File: config.mk
export PLATFORM = sky130hd
export DESIGN_NAME = ldq_top
export DESIGN_NICKNAME = d
export VERILOG_FILES = /design/src/ldq_pkg.sv /design/src/ldq_ctrl.sv /design/src/ldq_data_try.sv /design/src/ldq_oldest_pick.sv /design/src/ldq_second_try.sv /design/src/ldq_top.sv
export VERILOG_INCLUDE_DIRS = /design/src
export SDC_FILE = /design/constraint.sdc
export NUM_CORES = 1
export LEC_CHECK = 0
export BUFFER_PORTS_ARGS = -buffer_cell sky130_fd_sc_hd__buf_2
export CORE_MARGIN = 2
export CORE_UTILIZATION = 30
export DETAILED_ROUTE_END_ITERATION = 8
export HOLD_SLACK_MARGIN = 0.08
export PLACE_DENSITY = 0.49
export SYNTH_ARGS = -nofsm -noshare
export SYNTH_HDL_FRONTEND = slang
export SYNTH_SLANG_ARGS = --single-unit
File: constraint.sdc
create_clock -name CLK -period 3.45 [get_ports CLK]
set_clock_uncertainty 0.15 [all_clocks]
set_input_delay 0.69 -clock CLK [delete_from_list [all_inputs] [get_ports CLK]]
set_output_delay 0.69 -clock CLK [all_outputs]
set_load 0.1 [all_outputs]
File: src/ldq_defs.svh
// --------------------------------------------------
// load queue depth and field width macros
// --------------------------------------------------

`ifndef LDQ_DEFS_SVH
`define LDQ_DEFS_SVH

// queue geometry
`define LDQ_ENTRIES 8
`define LDQ_IDX_W 3

// core-side indices
`define ROB_IDX_W 6
`define PR_W 7

// physical address split, word granular
`define PPN_W 20
`define PO_WORD_W 10
`define PA_WORD_W (`PPN_W + `PO_WORD_W)

`endif

File: src/ldq_pkg.sv
// --------------------------------------------------
// load queue types: opcode and entry-state enums,
// enqueue, return, entry and try structs
// --------------------------------------------------

`include "ldq_defs.svh"

package ldq_pkg;

    // funct3-style load encodings
    typedef enum logic [3:0] {
        LB  = 4'b0000,
        LH  = 4'b0001,
        LW  = 4'b0010,
        LBU = 4'b0100,
        LHU = 4'b0101
    } ldq_op_e;

    typedef enum logic [2:0] {
        ST_FREE,
        ST_WAIT_INFO,
        ST_WAIT_TLB,
        ST_WAIT_DCACHE,
        ST_SECOND_TRY,
        ST_DATA_TRY,
        ST_DONE
    } ldq_state_e;

    typedef struct packed {
        ldq_op_e                op;
        logic [`PR_W-1:0]       dest_pr;
        logic [`ROB_IDX_W-1:0]  rob_index;
    } ldq_enq_t;

    typedef struct packed {
        logic [`LDQ_IDX_W-1:0]  cq_index;
        logic                   dtlb_hit;
        logic                   dcache_hit;
        logic [`PA_WORD_W-1:0]  pa_word;
        logic [3:0]             byte_mask;
        logic [31:0]            data;
    } ldq_info_ret_t;

    typedef struct packed {
        logic [`LDQ_IDX_W-1:0]  cq_index;
        logic [`PPN_W-1:0]      ppn;
    } ldq_tlb_resp_t;

    typedef struct packed {
        logic [`LDQ_IDX_W-1:0]  cq_index;
        logic [31:0]            data;
    } ldq_dcache_resp_t;

    typedef struct packed {
        ldq_state_e             state;
        ldq_op_e                op;
        logic [`PR_W-1:0]       dest_pr;
        logic [`ROB_IDX_W-1:0]  rob_index;
        logic [`PA_WORD_W-1:0]  pa_word;
        logic [3:0]             byte_mask;
        logic [31:0]            data;
    } ldq_entry_t;

    typedef struct packed {
        logic [`LDQ_IDX_W-1:0]  cq_index;
        logic [`PPN_W-1:0]      ppn;
        logic [`PO_WORD_W-1:0]  po_word;
        logic [3:0]             byte_mask;
    } ldq_second_try_t;

    typedef struct packed {
        logic [`LDQ_IDX_W-1:0]  cq_index;
        logic [`PR_W-1:0]       dest_pr;
        logic [`ROB_IDX_W-1:0]  rob_index;
        logic [31:0]            data;
    } ldq_data_try_t;

    // taken pulse from a try stage back to control
    typedef struct packed {
        logic                   valid;
        logic [`LDQ_IDX_W-1:0]  idx;
    } ldq_grant_t;

endpackage

File: src/ldq_ctrl.sv
// --------------------------------------------------
// load queue control: entry array, per-entry FSMs,
// head/tail pointers and commit
// --------------------------------------------------

`timescale 1ns/1ps

`include "ldq_defs.svh"

module ldq_ctrl import ldq_pkg::*; (
    input  logic                            CLK,
    input  logic                            nRST,
    input  logic                            enq_valid,
    input  ldq_enq_t                        enq,
    input  logic                            info_ret_valid,
    input  ldq_info_ret_t                   info_ret,
    input  logic                            tlb_resp_valid,
    input  ldq_tlb_resp_t                   tlb_resp,
    input  logic                            dcache_resp_valid,
    input  ldq_dcache_resp_t                dcache_resp,
    input  logic                            commit_valid,
    input  ldq_grant_t                      second_try_grant,
    input  ldq_grant_t                      data_try_grant,
    output ldq_entry_t [`LDQ_ENTRIES-1:0]   entries,
    output logic [`LDQ_IDX_W-1:0]           head_idx,
    output logic [`LDQ_ENTRIES-1:0]         second_try_req,
    output logic [`LDQ_ENTRIES-1:0]         data_try_req,
    output logic                            enq_full
);

    localparam int IDX_W = `LDQ_IDX_W;

    // --------------------------------------------------
    // storage

    ldq_state_e                 state_q [`LDQ_ENTRIES];
    ldq_state_e                 state_d [`LDQ_ENTRIES];
    ldq_enq_t                   enq_q [`LDQ_ENTRIES];
    logic [`PA_WORD_W-1:0]      pa_word_q [`LDQ_ENTRIES];
    logic [3:0]                 byte_mask_q [`LDQ_ENTRIES];
    logic [31:0]                data_q [`LDQ_ENTRIES];

    logic [IDX_W-1:0]           tail_idx;
    logic                       enq_take;
    logic                       commit_take;

    // per-entry event strobes, qualified by state
    logic [`LDQ_ENTRIES-1:0]    info_sel, tlb_sel, dc_sel;
    logic [`LDQ_ENTRIES-1:0]    info_take, tlb_take, dc_take;

    assign enq_full    = (state_q[tail_idx] != ST_FREE);
    assign enq_take    = enq_valid & ~enq_full;
    assign commit_take = commit_valid & (state_q[head_idx] == ST_DONE);

    // --------------------------------------------------
    // event demux and next state

    always_comb begin
        info_sel = '0;
        tlb_sel  = '0;
        dc_sel   = '0;
        info_sel[info_ret.cq_index]  = info_ret_valid;
        tlb_sel[tlb_resp.cq_index]   = tlb_resp_valid;
        dc_sel[dcache_resp.cq_index] = dcache_resp_valid;

        for (int i = 0; i < `LDQ_ENTRIES; i++) begin
            info_take[i] = info_sel[i] & (state_q[i] == ST_WAIT_INFO);
            tlb_take[i]  = tlb_sel[i] & (state_q[i] == ST_WAIT_TLB);
            dc_take[i]   = dc_sel[i] & (state_q[i] == ST_WAIT_DCACHE);

            state_d[i] = state_q[i];
            if (enq_take && tail_idx == IDX_W'(i)) begin
                state_d[i] = ST_WAIT_INFO;
            end
            if (info_take[i]) begin
                if (!info_ret.dtlb_hit) begin
                    state_d[i] = ST_WAIT_TLB;
                end else if (!info_ret.dcache_hit) begin
                    state_d[i] = ST_WAIT_DCACHE;
                end else begin
                    state_d[i] = ST_DATA_TRY;
                end
            end
            if (tlb_take[i]) begin
                state_d[i] = ST_SECOND_TRY;
            end
            if (dc_take[i]) begin
                state_d[i] = ST_DATA_TRY;
            end
            // second try goes back through the pipeline for a fresh return
            if (second_try_grant.valid && second_try_grant.idx == IDX_W'(i)) begin
                state_d[i] = ST_WAIT_INFO;
            end
            if (data_try_grant.valid && data_try_grant.idx == IDX_W'(i)) begin
                state_d[i] = ST_DONE;
            end
            if (commit_take && head_idx == IDX_W'(i)) begin
                state_d[i] = ST_FREE;
            end
        end
    end

    // --------------------------------------------------
    // state and pointers

    always_ff @(posedge CLK, negedge nRST) begin
        if (~nRST) begin
            for (int i = 0; i < `LDQ_ENTRIES; i++) begin
                state_q[i] <= ST_FREE;
            end
            tail_idx <= '0;
            head_idx <= '0;
        end else begin
            for (int i = 0; i < `LDQ_ENTRIES; i++) begin
                state_q[i] <= state_d[i];
            end
            if (enq_take) begin
                tail_idx <= (tail_idx == IDX_W'(`LDQ_ENTRIES-1)) ? '0 : tail_idx + 1'b1;
            end
            if (commit_take) begin
                head_idx <= (head_idx == IDX_W'(`LDQ_ENTRIES-1)) ? '0 : head_idx + 1'b1;
            end
        end
    end

    // payload fields
    always_ff @(posedge CLK) begin
        if (enq_take) begin
            enq_q[tail_idx] <= enq;
        end
        for (int i = 0; i < `LDQ_ENTRIES; i++) begin
            if (info_take[i]) begin
                pa_word_q[i]   <= info_ret.pa_word;
                byte_mask_q[i] <= info_ret.byte_mask;
                data_q[i]      <= info_ret.data;
            end
            // miss response replaces the ppn, page offset stays
            if (tlb_take[i]) begin
                pa_word_q[i] <= {tlb_resp.ppn, pa_word_q[i][`PO_WORD_W-1:0]};
            end
            if (dc_take[i]) begin
                data_q[i] <= dcache_resp.data;
            end
        end
    end

    // --------------------------------------------------
    // entry view and request vectors

    always_comb begin
        for (int i = 0; i < `LDQ_ENTRIES; i++) begin
            entries[i].state     = state_q[i];
            entries[i].op        = enq_q[i].op;
            entries[i].dest_pr   = enq_q[i].dest_pr;
            entries[i].rob_index = enq_q[i].rob_index;
            entries[i].pa_word   = pa_word_q[i];
            entries[i].byte_mask = byte_mask_q[i];
            entries[i].data      = data_q[i];
            second_try_req[i]    = (state_q[i] == ST_SECOND_TRY);
            data_try_req[i]      = (state_q[i] == ST_DATA_TRY);
        end
    end

endmodule

File: src/ldq_data_try.sv
// --------------------------------------------------
// data-try arbitration, output register and
// load data extraction
// --------------------------------------------------

`timescale 1ns/1ps

`include "ldq_defs.svh"

module ldq_data_try import ldq_pkg::*; (
    input  logic                            CLK,
    input  logic                            nRST,
    input  ldq_entry_t [`LDQ_ENTRIES-1:0]   entries,
    input  logic [`LDQ_IDX_W-1:0]           head_idx,
    input  logic [`LDQ_ENTRIES-1:0]         data_try_req,
    input  logic                            data_try_ack,
    output logic                            data_try_valid,
    output ldq_data_try_t                   data_try,
    output ldq_grant_t                      data_try_grant
);

    logic                   pick_any;
    logic [`LDQ_IDX_W-1:0]  pick_idx;
    logic [`LDQ_IDX_W-1:0]  idx_q;
    logic                   hold;
    ldq_entry_t             sel;
    logic [1:0]             byte_off;
    logic [31:0]            shifted;

    ldq_oldest_pick u_pick (
        .req      (data_try_req),
        .head_idx (head_idx),
        .any      (pick_any),
        .pick_idx (pick_idx)
    );

    assign hold = data_try_valid & ~data_try_ack;

    assign data_try_grant.valid = ~hold & pick_any;
    assign data_try_grant.idx   = pick_idx;

    always_ff @(posedge CLK, negedge nRST) begin
        if (~nRST) begin
            data_try_valid <= 1'b0;
            idx_q          <= '0;
        end else if (~hold) begin
            data_try_valid <= pick_any;
            idx_q          <= pick_idx;
        end
    end

    // --------------------------------------------------
    // extraction

    assign sel = entries[idx_q];

    always_comb begin
        // byte offset is the lowest enabled lane
        casez (sel.byte_mask)
            4'b???1: byte_off = 2'd0;
            4'b??10: byte_off = 2'd1;
            4'b?100: byte_off = 2'd2;
            4'b1000: byte_off = 2'd3;
            default: byte_off = 2'd0;
        endcase
        shifted = sel.data >> {byte_off, 3'b000};

        data_try.cq_index  = idx_q;
        data_try.dest_pr   = sel.dest_pr;
        data_try.rob_index = sel.rob_index;
        case (sel.op)
            LB:      data_try.data = {{24{shifted[7]}}, shifted[7:0]};
            LBU:     data_try.data = {24'b0, shifted[7:0]};
            LH:      data_try.data = {{16{shifted[15]}}, shifted[15:0]};
            LHU:     data_try.data = {16'b0, shifted[15:0]};
            default: data_try.data = sel.data;
        endcase
    end

endmodule

File: src/ldq_oldest_pick.sv
// --------------------------------------------------
// oldest-first picker relative to the head index
// --------------------------------------------------

`timescale 1ns/1ps

`include "ldq_defs.svh"

module ldq_oldest_pick (
    input  logic [`LDQ_ENTRIES-1:0] req,
    input  logic [`LDQ_IDX_W-1:0]   head_idx,
    output logic                    any,
    output logic [`LDQ_IDX_W-1:0]   pick_idx
);

    localparam int IDX_W = `LDQ_IDX_W;

    logic [`LDQ_ENTRIES-1:0]    wrap_mask;
    logic [`LDQ_ENTRIES-1:0]    masked_req;
    logic [IDX_W-1:0]           masked_idx;
    logic [IDX_W-1:0]           unmasked_idx;

    // lowest set bit, index 0 when empty
    function automatic logic [IDX_W-1:0] lowest_set(input logic [`LDQ_ENTRIES-1:0] vec);
        logic [IDX_W-1:0] idx;
        idx = '0;
        for (int i = `LDQ_ENTRIES-1; i >= 0; i--) begin
            if (vec[i]) begin
                idx = IDX_W'(i);
            end
        end
        return idx;
    endfunction

    always_comb begin
        // entries at or above head are older than those below it
        for (int i = 0; i < `LDQ_ENTRIES; i++) begin
            wrap_mask[i] = (IDX_W'(i) >= head_idx);
        end
        masked_req   = req & wrap_mask;
        masked_idx   = lowest_set(masked_req);
        unmasked_idx = lowest_set(req);
        any          = |req;
        pick_idx     = (|masked_req) ? masked_idx : unmasked_idx;
    end

endmodule

File: src/ldq_second_try.sv
// --------------------------------------------------
// second-try arbitration and output register
// --------------------------------------------------

`timescale 1ns/1ps

`include "ldq_defs.svh"

module ldq_second_try import ldq_pkg::*; (
    input  logic                            CLK,
    input  logic                            nRST,
    input  ldq_entry_t [`LDQ_ENTRIES-1:0]   entries,
    input  logic [`LDQ_IDX_W-1:0]           head_idx,
    input  logic [`LDQ_ENTRIES-1:0]         second_try_req,
    input  logic                            second_try_ack,
    output logic                            second_try_valid,
    output ldq_second_try_t                 second_try,
    output ldq_grant_t                      second_try_grant
);

    logic                   pick_any;
    logic [`LDQ_IDX_W-1:0]  pick_idx;
    logic [`LDQ_IDX_W-1:0]  idx_q;
    logic                   hold;

    ldq_oldest_pick u_pick (
        .req      (second_try_req),
        .head_idx (head_idx),
        .any      (pick_any),
        .pick_idx (pick_idx)
    );

    // stalled while presented and not yet acked
    assign hold = second_try_valid & ~second_try_ack;

    assign second_try_grant.valid = ~hold & pick_any;
    assign second_try_grant.idx   = pick_idx;

    always_ff @(posedge CLK, negedge nRST) begin
        if (~nRST) begin
            second_try_valid <= 1'b0;
            idx_q            <= '0;
        end else if (~hold) begin
            second_try_valid <= pick_any;
            idx_q            <= pick_idx;
        end
    end

    // address split of the held entry
    always_comb begin
        second_try.cq_index  = idx_q;
        second_try.ppn       = entries[idx_q].pa_word[`PA_WORD_W-1 -: `PPN_W];
        second_try.po_word   = entries[idx_q].pa_word[`PO_WORD_W-1:0];
        second_try.byte_mask = entries[idx_q].byte_mask;
    end

endmodule

File: src/ldq_top.sv
// --------------------------------------------------
// load queue top: control and both try stages
// --------------------------------------------------

`timescale 1ns/1ps

`include "ldq_defs.svh"

module ldq_top import ldq_pkg::*; (
    input  logic                CLK,
    input  logic                nRST,
    input  logic                enq_valid,
    input  ldq_enq_t            enq,
    output logic                enq_full,
    input  logic                info_ret_valid,
    input  ldq_info_ret_t       info_ret,
    input  logic                tlb_resp_valid,
    input  ldq_tlb_resp_t       tlb_resp,
    input  logic                dcache_resp_valid,
    input  ldq_dcache_resp_t    dcache_resp,
    input  logic                commit_valid,
    output logic                second_try_valid,
    output ldq_second_try_t     second_try,
    input  logic                second_try_ack,
    output logic                data_try_valid,
    output ldq_data_try_t       data_try,
    input  logic                data_try_ack
);

    ldq_entry_t [`LDQ_ENTRIES-1:0]  entries;
    logic [`LDQ_IDX_W-1:0]          head_idx;
    logic [`LDQ_ENTRIES-1:0]        second_try_req;
    logic [`LDQ_ENTRIES-1:0]        data_try_req;
    ldq_grant_t                     second_try_grant;
    ldq_grant_t                     data_try_grant;

    ldq_ctrl u_ctrl (
        .CLK               (CLK),
        .nRST              (nRST),
        .enq_valid         (enq_valid),
        .enq               (enq),
        .info_ret_valid    (info_ret_valid),
        .info_ret          (info_ret),
        .tlb_resp_valid    (tlb_resp_valid),
        .tlb_resp          (tlb_resp),
        .dcache_resp_valid (dcache_resp_valid),
        .dcache_resp       (dcache_resp),
        .commit_valid      (commit_valid),
        .second_try_grant  (second_try_grant),
        .data_try_grant    (data_try_grant),
        .entries           (entries),
        .head_idx          (head_idx),
        .second_try_req    (second_try_req),
        .data_try_req      (data_try_req),
        .enq_full          (enq_full)
    );

    ldq_second_try u_second_try (
        .CLK              (CLK),
        .nRST             (nRST),
        .entries          (entries),
        .head_idx         (head_idx),
        .second_try_req   (second_try_req),
        .second_try_ack   (second_try_ack),
        .second_try_valid (second_try_valid),
        .second_try       (second_try),
        .second_try_grant (second_try_grant)
    );

    ldq_data_try u_data_try (
        .CLK            (CLK),
        .nRST           (nRST),
        .entries        (entries),
        .head_idx       (head_idx),
        .data_try_req   (data_try_req),
        .data_try_ack   (data_try_ack),
        .data_try_valid (data_try_valid),
        .data_try       (data_try),
        .data_try_grant (data_try_grant)
    );

endmodule

---- Yosys cells after proc, flatten, opt, wreduce, memory -nomap -nowiden ----
Memory sizes are Yosys's and may differ from the RTL's.
Cells that the tools add are included.
word-level totals
  register bits after elaboration ......... 38
  bits in writable memories ............... 664
  bits of input ports ..................... 155
  output and inout port bits .............. 88
  word-level logic and storage cells ...... 431
  memories ................................ 4
memories
  memory              depth  width  rd ports  clocked after Yosys merged registers in  wr ports  RTL line        source
  u_ctrl.data_q       8      32     8         0                                        8         ldq_ctrl.sv:41  logic [31:0] data_q [`LDQ_ENTRIES];
  u_ctrl.pa_word_q    8      30     8         0                                        8         ldq_ctrl.sv:39  logic [`PA_WORD_W-1:0] pa_word_q [`LDQ_ENTRIES];
  u_ctrl.enq_q        8      17     8         0                                        1         ldq_ctrl.sv:38  ldq_enq_t enq_q [`LDQ_ENTRIES];
  u_ctrl.byte_mask_q  8      4      8         0                                        1         ldq_ctrl.sv:40  logic [3:0] byte_mask_q [`LDQ_ENTRIES];
cells by class
  $add $sub $neg .......................... 2
  $lt $le $gt $ge ......................... 18
  equal/unequal tests ..................... 75
  shift operators ......................... 1
  muxes and demuxes ....................... 199
  bitwise operators ....................... 58
  reductions and logical operators ........ 60
operator list
  kind                  count
  $bmux W86 S3          2
  $mux W3               105
  $mux W32              8
  $mux W30              8
  $pmux W32 S4          1
  $eq A3 B3 Y1 const B  34
  $mux W83              1
  $eq A3 B2 Y1 const B  24
  $mux W66              1
  $mux W1               60
  $reduce_bool A7 Y1    8
  $and A8 B8 Y8         5
  $eq A3 B1 Y1 const B  12
  $logic_and A1 B1 Y1   35
  $reduce_or A8 Y1      4
  $shr A32 B5 Y16       1
  $and A1 B1 Y1         30
  $mux W4               7
  $reduce_or A4 Y1      7
  $lt A3 B4 Y1 const B  5
  $bmux W3 S3           2
  $or A1 B1 Y1          16
  $ge A3 B3 Y1 const A  4
  $logic_not A3 Y1      4
  15 further kinds      29

---- Logic depth before layout (Yosys ltp) ----
Gate-level depths: netlist (run 1).
  depth in word-level cells ............... 16
  mapped depth ............................ 11
  mapped depth without buffers ............ 9

---- Hierarchy ----
From an unflattened synthesis (run 1), not the netlist that was laid out.
second synthesis, totals
  cells, all modules ...................... 2221
  area total of the unflattened synthesis .. 34968.5 sq um
modules (own cells, without submodules)
  module                                 instances  cells each  area an instance (sq um)
  ldq_ctrl                               1          1591        28009.4
  ldq_data_try                           1          415         4222.8
  ldq_second_try                         1          132         2225.9
  ldq_oldest_pick (u_data_try.u_pick)    1          42          269.0
  ldq_oldest_pick (u_second_try.u_pick)  1          41          241.5

---- Worst setup path before layout (run 1) ----
No wires, ideal clock.
  path kind ............................... reg2out
  from .................................... register u_data_try.idx_q[0]
  to ...................................... output port data_try[15] (netlist name)
  arrival ................................. 4472 ps
  path slack .............................. -1862 ps
  stages on the path, launching flop included .. 8
  path buffers ............................ 1
  cell sequence ........................... dfrtp_1 buf_6 mux4_2 mux2_2 nor2_2 nor4b_4 a31oi_4 a31oi_1
RTL lines
  item                    RTL line            source
  from (decl)             ldq_data_try.sv:24  logic [`LDQ_IDX_W-1:0] idx_q;
  from (signal assigned)  ldq_data_try.sv:48  idx_q <= pick_idx;
  to (decl)               ldq_top.sv:26       output ldq_data_try_t data_try,

==> impl_metrics.toml, run 1 <==
[final_layout]
finalNonFillerCells = 4105
syn_to_final_growth_pct = 25.7
final_core_util = 0.380
drive_gt1_frac = 0.521
fin_nets = 2681
final_area_sq_mm = 0.0435
final_common_cell = "edfxtp_1"
layout_common_cells = "edfxtp_1 (664), mux2_2 (445), buf_4 (197), buf_2 (173), mux4_2 (165)"

[yosys]
async_reset_ff_frac = 0.0541
synthSimpleGateAreaFrac = 0.0526
synth_adder_area_share = 0.00362
synth_seq_cells = 702
synth_cells = 2069
syn_nets = 2234
synth_ff_type = "edfxtp_1"
muxShareOfSynthArea = 0.270
synth_top_family_by_area = "multiplexers"
synth_compound_area_frac = 0.0489
synth_edf_count = 664
synth_cell_types = 91
synth_xor_area_frac = 0
avgSynthCellArea_sq_um = 16.7
seq_area_frac_synth = 0.604
synth_area_sq_mm = 0.0346
ys.warnings.count = 0

[detailed_routing]
via_per_inst = 5.28
initialDrtViolationCount = 1845
vias = 21700
drt-wirelength-per-cell_um = 26.7
ant_nets = 0
drc = 0
finalWirelength_um = 110000
firstDrtPassIters = 5

[place]
place_area_sq_mm = 0.0400
gp_congestion = 0.878
post-place-ws_ns = -0.489
hpwl_um = 70200
place_inst = 3921
portBuffers = 242

[pwr]
power_density_mw_per_mm2 = 995
vdd_ir_drop_max_v = 0.00113
p_total_mw = 43.3
p_leak_nw = 14.8

[setup_path]
worstPathArrival_ns = 3.50
crit_required_ns = 2.61
critical_path.startpoint_type = "flop"
critPathKind = "flop to output pin"
cp-end-kind = "output pin"
crit_fanout = 7

[timing]
min_period_over_period = 1.26
setup_ws_ns = -0.891
tns_ns = -25.65
fmax_mhz = 230
setup_viol = 32
relSlewSlack = 0.311
tightest_slew_ns = 1.03
finalHoldViolCount = 0
slew_viol_final = 0
grt_setup_unrepaired = "true"
holdWs_ns = 0.157
min_period_ns = 4.34

[worst_hold_path]
min_path_type = "primary input to flop"

[outcome]
status = "finished, violations left"
violations = "negative setup slack"

[clock_network]
clock_sinks = 702
cts_root_buffer = "clkbuf_16"
h-tree-depth = 3
cts_buffers = 82
path_clk_slew_ns = 0.06
clkLatencyLatePin_ns = 0.65
tritoncts = "built"
cts.path.max_buffers = 3

[global_route]
antenna_found_initial = 42
globalRouteTotalUtil = 0.184
grt_pass1_vias = 22900
grt_pass1_wl_um = 157000
gr-total-overflow = 0
grt_max_degree = 39

[run]
cap_violations = 0

[floorplanning]
num_rows = 124
die-height_um = 343
dieArea_sq_mm = 0.118
core_area_sq_mm = 0.114
io_pins = 243
start_util = 0.302
die_x_um = 343
[cells by family after synthesis]
group	Yosys count
buffers and inverters	162
adder cells (fa/ha/maj)	10
multiplexers	667
AND/OR/NAND/NOR	314
AO/OA/AOI/OAI	214
flip-flops	702
[worst paths after layout]
path	start	end	slack (ns)	cells after the start
setup reg to reg	u_ctrl.head_idx[0]$_DFFE_PN0P_	u_ctrl.entries[343]$_DFFE_PN0P_	0.32	10
setup / recovery	u_data_try.idx_q[1]$_DFFE_PN0N_	data_try[20]	-0.89	10
max in group asynchronous	nRST	u_data_try.idx_q[2]$_DFFE_PN0N_	1.73	2
hold reg to reg	u_data_try.data_try_valid$_DFFE_PN0N_	u_data_try.data_try_valid$_DFFE_PN0N_	0.45	2
min in group asynchronous	nRST	u_second_try.idx_q[1]$_DFFE_PN0N_	0.62	2
hold / removal	info_ret[45]	u_ctrl.pa_word_q[1][9]$_DFFE_PP_	0.16	1
[routing by layer]
metal,GRT usage,wire [um],part of all wire
met1,0.231,44600,0.41
met3,0.0483,7440,0.068
met4,0.0618,2980,0.027
met5,0,256,0.0023
met2,0.309,54300,0.50
[registers in the layout, summed over array words and instances, names as in the netlist, 3 cells and up]
signal and flops:
u_ctrl.data_q 256, u_ctrl.pa_word_q 240, u_ctrl.enq_q 136, u_ctrl.byte_mask_q 32, u_ctrl.entries 24, u_ctrl.head_idx 3, u_ctrl.tail_idx 3, u_data_try.idx_q 3
u_second_try.idx_q 3
[worst max-delay path, cell delays in order, from the launching register on]
cell,delay [ns]
dfrtp_4,0.45
mux4_2,0.54
mux2i_4,0.22
o31ai_4,0.14
buf_6,0.14
or2_4,0.24
mux2_4,0.32
o211ai_4,0.26
buf_6,0.18
o211ai_1,0.16
buf_12,0.21
[report_power, final]
part	total, mW	internal (mW)	switching, mW	leakage, nW
Clock	8.72	5.14	3.58	1.31
Combinational	23.9	9.07	14.8	7.13
Sequential	10.6	9.98	0.670	6.41
[synthesized netlist by cell type, drive strengths merged (12+ instances only)]
library cell / count / share of area
edfxtp: 664 / 0.58
mux2: 459 / 0.15
mux4: 165 / 0.11
clkbuf: 81 / 0.0088
nand2: 66 / 0.0072
buf: 51 / 0.0088
mux2i: 43 / 0.013
nor2: 39 / 0.0043
dfrtp: 38 / 0.028
o21ai: 33 / 0.0048
inv: 29 / 0.0031
nor4: 29 / 0.0052
nand2b: 28 / 0.0051
o211ai: 27 / 0.0078
a21oi: 26 / 0.0038
nor3: 25 / 0.0038
a22o: 21 / 0.0053
nand3: 17 / 0.0028
a211oi: 16 / 0.0038
or2: 15 / 0.0028
and3: 14 / 0.0025
nor3b: 12 / 0.0030
o22ai: 12 / 0.0022
[area by class of cell]
| type | count | area (sq um) |
|---|---|---|
| fillers | 10600 | 70900 |
| flip-flops and latches | 702 | 20900 |
| multi-input cells | 1205 | 13400 |
| repair buffers | 495 | 4420 |
| clock buffers | 108 | 2220 |
| well taps | 1512 | 1890 |
| clock inverters | 43 | 454 |
| inverters | 30 | 113 |
| diodes | 10 | 25.0 |
[repair_timing]
action                                  CTS  global route
hold endpoints to repair                 38             0
endpoints found under the setup margin   79            54
gates resized for setup                 105            37
buffers inserted                         19             2
gates cloned                              2             0
pin swaps                                12             4
hold buffers                              1             0
Note: power is estimated with default switching activity, not from simulation.
==> inputs of run 2 (changes only) <==
--- a/config.mk
+++ b/config.mk
@@ -6,12 +6,13 @@
 export SDC_FILE = /design/constraint.sdc
 export NUM_CORES = 1
 export LEC_CHECK = 0
-export BUFFER_PORTS_ARGS = -buffer_cell sky130_fd_sc_hd__buf_2
 export CORE_MARGIN = 2
 export CORE_UTILIZATION = 30
+export CTS_BUF_LIST = sky130_fd_sc_hd__clkbuf_8
 export DETAILED_ROUTE_END_ITERATION = 8
+export DONT_BUFFER_PORTS = 1
 export HOLD_SLACK_MARGIN = 0.08
-export PLACE_DENSITY = 0.49
+export PLACE_DENSITY = 0.48
 export SYNTH_ARGS = -nofsm -noshare
 export SYNTH_HDL_FRONTEND = slang
 export SYNTH_SLANG_ARGS = --single-unit
==> impl_metrics.toml, run 2 (synthesis results as in run 1) <==
[floorplanning]
die_x_um = 343
die-height_um = 343
num_rows = 124
io_pins = 243
dieArea_sq_mm = 0.118
start_util = 0.302
core_area_sq_mm = 0.114

[place]
hpwl_um = 70400
place_area_sq_mm = 0.0391
portBuffers = 0
gp_congestion = 0.893
place_inst = 3707

[global_route]
grt_max_degree = 39
antenna_found_initial = 19
gr-max-usage-layer = "met2"
met3_usage = 0.0449
global_route.usage.met1 = 0.241
globalRouteTotalUtil = 0.193
use_met2 = 0.326
grt_pass1_wl_um = 164000
gr-total-overflow = 0
grt_pass1_vias = 23800

[setup_path]
critical_path.startpoint_type = "flop"
crit_fanout = 7
worstPathArrival_ns = 3.61
slowest_delay_ns = 0.54
crit_required_ns = 2.61
critPathKind = "flop to output pin"
crit_top_cell = "buf_12"
crit_slowest_cell = "mux4_2"
cp_cell_sequence = "mux4_2 -> mux2i_4 -> o211ai_1 -> o32a_4 -> o221a_2 -> o211ai_4 -> buf_12 -> buf_12 -> o211ai_2 -> buf_12"
rrSetupSlack_ns = 0.30
cp-end-kind = "output pin"

[pwr]
p_total_mw = 42.9
p_leak_nw = 15.3
power_density_mw_per_mm2 = 961
vdd_ir_drop_max_v = 0.000937

[final_layout]
finalNonFillerCells = 4184
drive_gt1_frac = 0.460
final_common_cell = "edfxtp_1"
final_area_sq_mm = 0.0447
fin_nets = 2733
fillers = 10500
syn_to_final_growth_pct = 29.2
layout_common_cells = "edfxtp_1 (664), mux2_2 (411), dlygate4sd3_1 (193), buf_4 (184), mux4_2 (165)"
largest_reg_flops = 256
top_register = "u_ctrl.data_q"
top_regs = "u_ctrl.data_q x256, u_ctrl.pa_word_q x240, u_ctrl.enq_q x136"

[detailed_routing]
via_per_inst = 5.29
finalWirelength_um = 115000
initialDrtViolationCount = 1775
drt-wirelength-per-cell_um = 27.5
vias = 22100
ant_nets = 0
firstDrtPassIters = 5
drc = 0

[timing]
relSlewSlack = 0.326
holdWs_ns = 0.187
tightest_slew_ns = 1.00
setup_viol = 43
fmax_mhz = 224
min_period_ns = 4.45
finalHoldViolCount = 0
grt_setup_unrepaired = "true"
setup_ws_ns = -1.00
min_period_over_period = 1.29
tns_ns = -31.12
slew_viol_final = 0

[worst_hold_path]
min_path_type = "primary input to flop"

[run]
cap_violations = 0

[clock_network]
cts_buffers = 130
path_clk_slew_ns = 0.06
cts.path.max_buffers = 3
tritoncts = "built"
h-tree-depth = 4
cts_root_buffer = "clkbuf_8"
clock_sinks = 702
clkLatencyLatePin_ns = 0.82

[outcome]
status = "finished, violations left"
violations = "negative setup slack"
run 2: cell types whose count changed in the layout (fill, tap and decap cells not counted), moves of 6 or more:
cell,previous run,this run
mux2_2,445,411
buf_2,173,0
clkbuf_1,21,0
nor4_1,16,10
buf_16,2,12
dlygate4sd3_1,1,193
clkinv_1,17,28
clkbuf_8,3,134
buf_4,197,184
buf_6,42,19
mux2_4,14,48
clkbuf_16,84,8
inv_1,28,64
run 2: worst paths after layout:
check / to / from / cells past startpoint
min in group asynchronous: u_ctrl.head_idx[2]$_DFFE_PN0P_ / nRST / 2
max in group asynchronous: u_ctrl.entries[257]$_DFFE_PN0P_ / nRST / 2
min: u_ctrl.entries[599]$_DFFE_PN0P_ / info_ret[67] / 3
min reg2reg: u_ctrl.entries[171]$_DFFE_PN0P_ / u_ctrl.entries[171]$_DFFE_PN0P_ / 2
max: data_try[22] / u_data_try.idx_q[1]$_DFFE_PN0N_ / 10
max reg2reg: u_ctrl.data_q[1][126]$_DFFE_PP_ / u_ctrl.entries[687]$_DFFE_PN0P_ / 5
run 2: area by class of cell:
cell class / count / area, sq um / area share
Sequential cell: 702 / 20900 / 0.468
Inverter: 30 / 113 / 0.00252
Tap cell: 1512 / 1890 / 0.0424
Clock buffer: 134 / 1840 / 0.0413
Multi-Input combinational cell: 1205 / 13700 / 0.306
Timing Repair Buffer: 499 / 5670 / 0.127
Antenna cell: 8 / 20.0 / 0.000448
Clock inverter: 94 / 534 / 0.0120
run 2: timing repair:
| action | in CTS | in global routing |
|---|---|---|
| hold buffers | 194 | 0 |
| hold endpoints to repair | 718 | 0 |
| setup endpoints to repair | 80 | 73 |
| pin swaps | 27 | 19 |
| cloned | 8 | 1 |
| setup buffers | 41 | 11 |
| gates resized for setup | 117 | 39 |
run 2: per-stage QoR:
| step | utilization | setup slack [ns] |
|---|---|---|
| 3_3_place_gp | 0.342 | -0.320 |
| 5_1_grt | 0.391 | -1.15 |
| 3_5_place_dp | 0.342 | -0.349 |
| 2_1_floorplan | - | -0.874 |
| 6_report | 0.391 | -1.00 |
| 4_1_cts | 0.389 | -1.10 |
run 2: power breakdown:
part / total (mW) / internal, mW / switching [mW]
Sequential: 10.4 / 9.98 / 0.432
Clock: 7.57 / 3.92 / 3.65
Combinational: 24.9 / 9.61 / 15.3
run 2: metal layers:
metal | wire [um] | up-vias
met1 | 47000 | 11600
met2 | 57000 | 786
met4 | 3480 | 12
li1 | - | 9519
met5 | 80 | -
met3 | 7370 | 217
run 2: critical path: cells and delay by family, from the launching register on:
kind | cells | cell delay (ns)
AO/OA/AOI/OAI | 5 | 1.12
flip-flops | 1 | 0.46
multiplexers | 2 | 0.75
buffers and inverters | 3 | 0.46
==> inputs of run 3 (changes only) <==
--- a/config.mk
+++ b/config.mk
@@ -7,12 +7,13 @@
 export NUM_CORES = 1
 export LEC_CHECK = 0
 export CORE_MARGIN = 2
-export CORE_UTILIZATION = 30
+export CORE_UTILIZATION = 35
 export CTS_BUF_LIST = sky130_fd_sc_hd__clkbuf_8
 export DETAILED_ROUTE_END_ITERATION = 8
 export DONT_BUFFER_PORTS = 1
 export HOLD_SLACK_MARGIN = 0.08
-export PLACE_DENSITY = 0.48
+export PLACE_DENSITY = 0.53
+export SLEW_MARGIN = 20
 export SYNTH_ARGS = -nofsm -noshare
 export SYNTH_HDL_FRONTEND = slang
 export SYNTH_SLANG_ARGS = --single-unit
==> impl_metrics.toml, run 3 (synthesis results as in run 1) <==
[outcome]
status = "finished, violations left"
violations = "negative setup slack"

[final_layout]
fin_nets = 2677
drive_gt1_frac = 0.447
final_common_cell = "edfxtp_1"
largest_reg_flops = 256
syn_to_final_growth_pct = 27.0
top_register = "u_ctrl.data_q"
layout_common_cells = "edfxtp_1 (664), mux2_2 (410), dlygate4sd3_1 (194), mux4_2 (165), buf_4 (142)"
final_area_sq_mm = 0.0439
top_regs = "u_ctrl.data_q x256, u_ctrl.pa_word_q x240, u_ctrl.enq_q x136"

[floorplanning]
start_util = 0.352
io_pins = 243
dieArea_sq_mm = 0.101
die-height_um = 318
core_area_sq_mm = 0.0981
num_rows = 115
die_x_um = 318

[place]
portBuffers = 0
gp_congestion = 0.900
hpwl_um = 63800
place_area_sq_mm = 0.0383

[timing]
setup_ws_ns = -0.989
fmax_mhz = 225
min_period_ns = 4.44
grt_setup_unrepaired = "true"
tightest_slew_ns = 0.713
min_period_over_period = 1.29
relSlewSlack = 0.519
slew_viol_final = 0
finalHoldViolCount = 0
setup_viol = 55
holdWs_ns = 0.227

[clock_network]
cts_root_buffer = "clkbuf_8"
tritoncts = "built"
path_clk_slew_ns = 0.06
clock_sinks = 702
clkLatencyLatePin_ns = 0.81
cts.path.max_buffers = 3
cts_buffers = 130
h-tree-depth = 4

[detailed_routing]
drt-wirelength-per-cell_um = 27.3
finalWirelength_um = 107000
vias = 21700
firstDrtPassIters = 6
drc = 0
initialDrtViolationCount = 1565
via_per_inst = 5.57
ant_nets = 0

[global_route]
globalRouteTotalUtil = 0.210
gr-total-overflow = 0
antenna_found_initial = 11
grt_max_degree = 39
grt_pass1_wl_um = 157000
grt_pass1_vias = 23100

[setup_path]
r2r_start = "u_ctrl.head_idx[2]$_DFFE_PN0P_"
crit_fanout = 8
critPathKind = "flop to output pin"
crit_start = "u_data_try.idx_q[1]$_DFFE_PN0N_"
worstPathArrival_ns = 3.60
crit_required_ns = 2.61
reg2reg_depth = 7
critical_path.startpoint_type = "flop"
cp-end-kind = "output pin"

[pwr]
vdd_ir_drop_max_v = 0.00126
power_density_mw_per_mm2 = 959
p_leak_nw = 15.0

[run]
cap_violations = 0

[worst_hold_path]
min_path_type = "primary input to asynchronous set/reset pin"
## run 3: cell types whose count changed in the layout (fill, tap and decap cells not counted), sizes merged
| cell | previous run | this run |
|---|---|---|
| buf | 298 | 239 |
| bufbuf | 0 | 1 |
| bufinv | 4 | 3 |
| clkbuf | 142 | 141 |
| clkinv | 45 | 30 |
| clkinvlp | 3 | 2 |
| diode | 8 | 4 |
| dlygate4sd3 | 193 | 194 |
| inv | 72 | 93 |
## run 3: power by group
group / switching, mW / total (mW) / leakage [nW] / internal [mW]
Clock: 3.64 / 7.46 / 1.40 / 3.82
Sequential: 0.651 / 10.6 / 6.40 / 9.99
Combinational: 14.8 / 24.0 / 7.23 / 9.19
## run 3: metrics by stage
step	setup TNS [ns]	util	total power [mW]	setup slack, ns	std cells
final	-30.71	0.447	42.1	-0.989	3901
after global routing	-38.66	0.447	43.8	-1.13	3900
after detailed placement	-4.13	0.391	32.6	-0.201	3426
after floorplan	-20.43	-	26.1	-0.874	2069
after global placement	-3.67	0.391	32.4	-0.174	3426
after CTS	-38.47	0.444	41.8	-1.10	3887
## run 3: final cells by class
type	instances	area [sq um]
fill	8674	54200
sequential	702	20900
multi-input combinational	1205	13700
timing repair buffer	443	5170
clock buffer	132	1820
tap	1287	1610
clock inverter	98	542
inverter	30	113
antenna	4	10.0
## run 3: routing by layer
| metal | GRT usage | vias to the layer above | wire, um | share of wire |
|---|---|---|---|---|
| met3 | 0.0518 | 204 | 7020 | 0.066 |
| met2 | 0.351 | 735 | 52600 | 0.49 |
| met4 | 0.0692 | 16 | 2880 | 0.027 |
| met1 | 0.266 | 11400 | 44000 | 0.41 |
| li1 | - | 9409 | - | - |
| met5 | 0 | - | 95 | 0.00089 |
## run 3: repair_timing
item | 4_1_cts | 5_1_grt
resized for setup | 96 | 48
setup buffers | 24 | 11
pin swaps | 8 | 25
hold buffers | 195 | 0
setup endpoints to repair | 80 | 75
cloned | 12 | 2
hold endpoints to repair | 719 | 0
## run 3: worst max-delay path: stages, from the launching register on
cell      delay [ns]
dfrtp_4         0.47
mux4_2          0.55
mux2i_4         0.20
o211ai_1        0.14
o32a_4          0.27
nor4b_4         0.41
buf_6           0.19
nor4_4          0.06
a311oi_4        0.29
buf_12          0.22
## run 3: path summary, 6_finish.rpt
path | end | slack, ns
max | data_try[12] | -0.99
min | u_second_try.idx_q[0]$_DFFE_PN0N_ | 0.23
max reg2reg | u_ctrl.entries[342]$_DFFE_PN0P_ | 0.24
min reg2reg | u_ctrl.entries[171]$_DFFE_PN0P_ | 0.48
max in group asynchronous | u_data_try.idx_q[1]$_DFFE_PN0N_ | 2.66
min in group CLK | u_ctrl.entries[171]$_DFFE_PN0P_ | 0.23
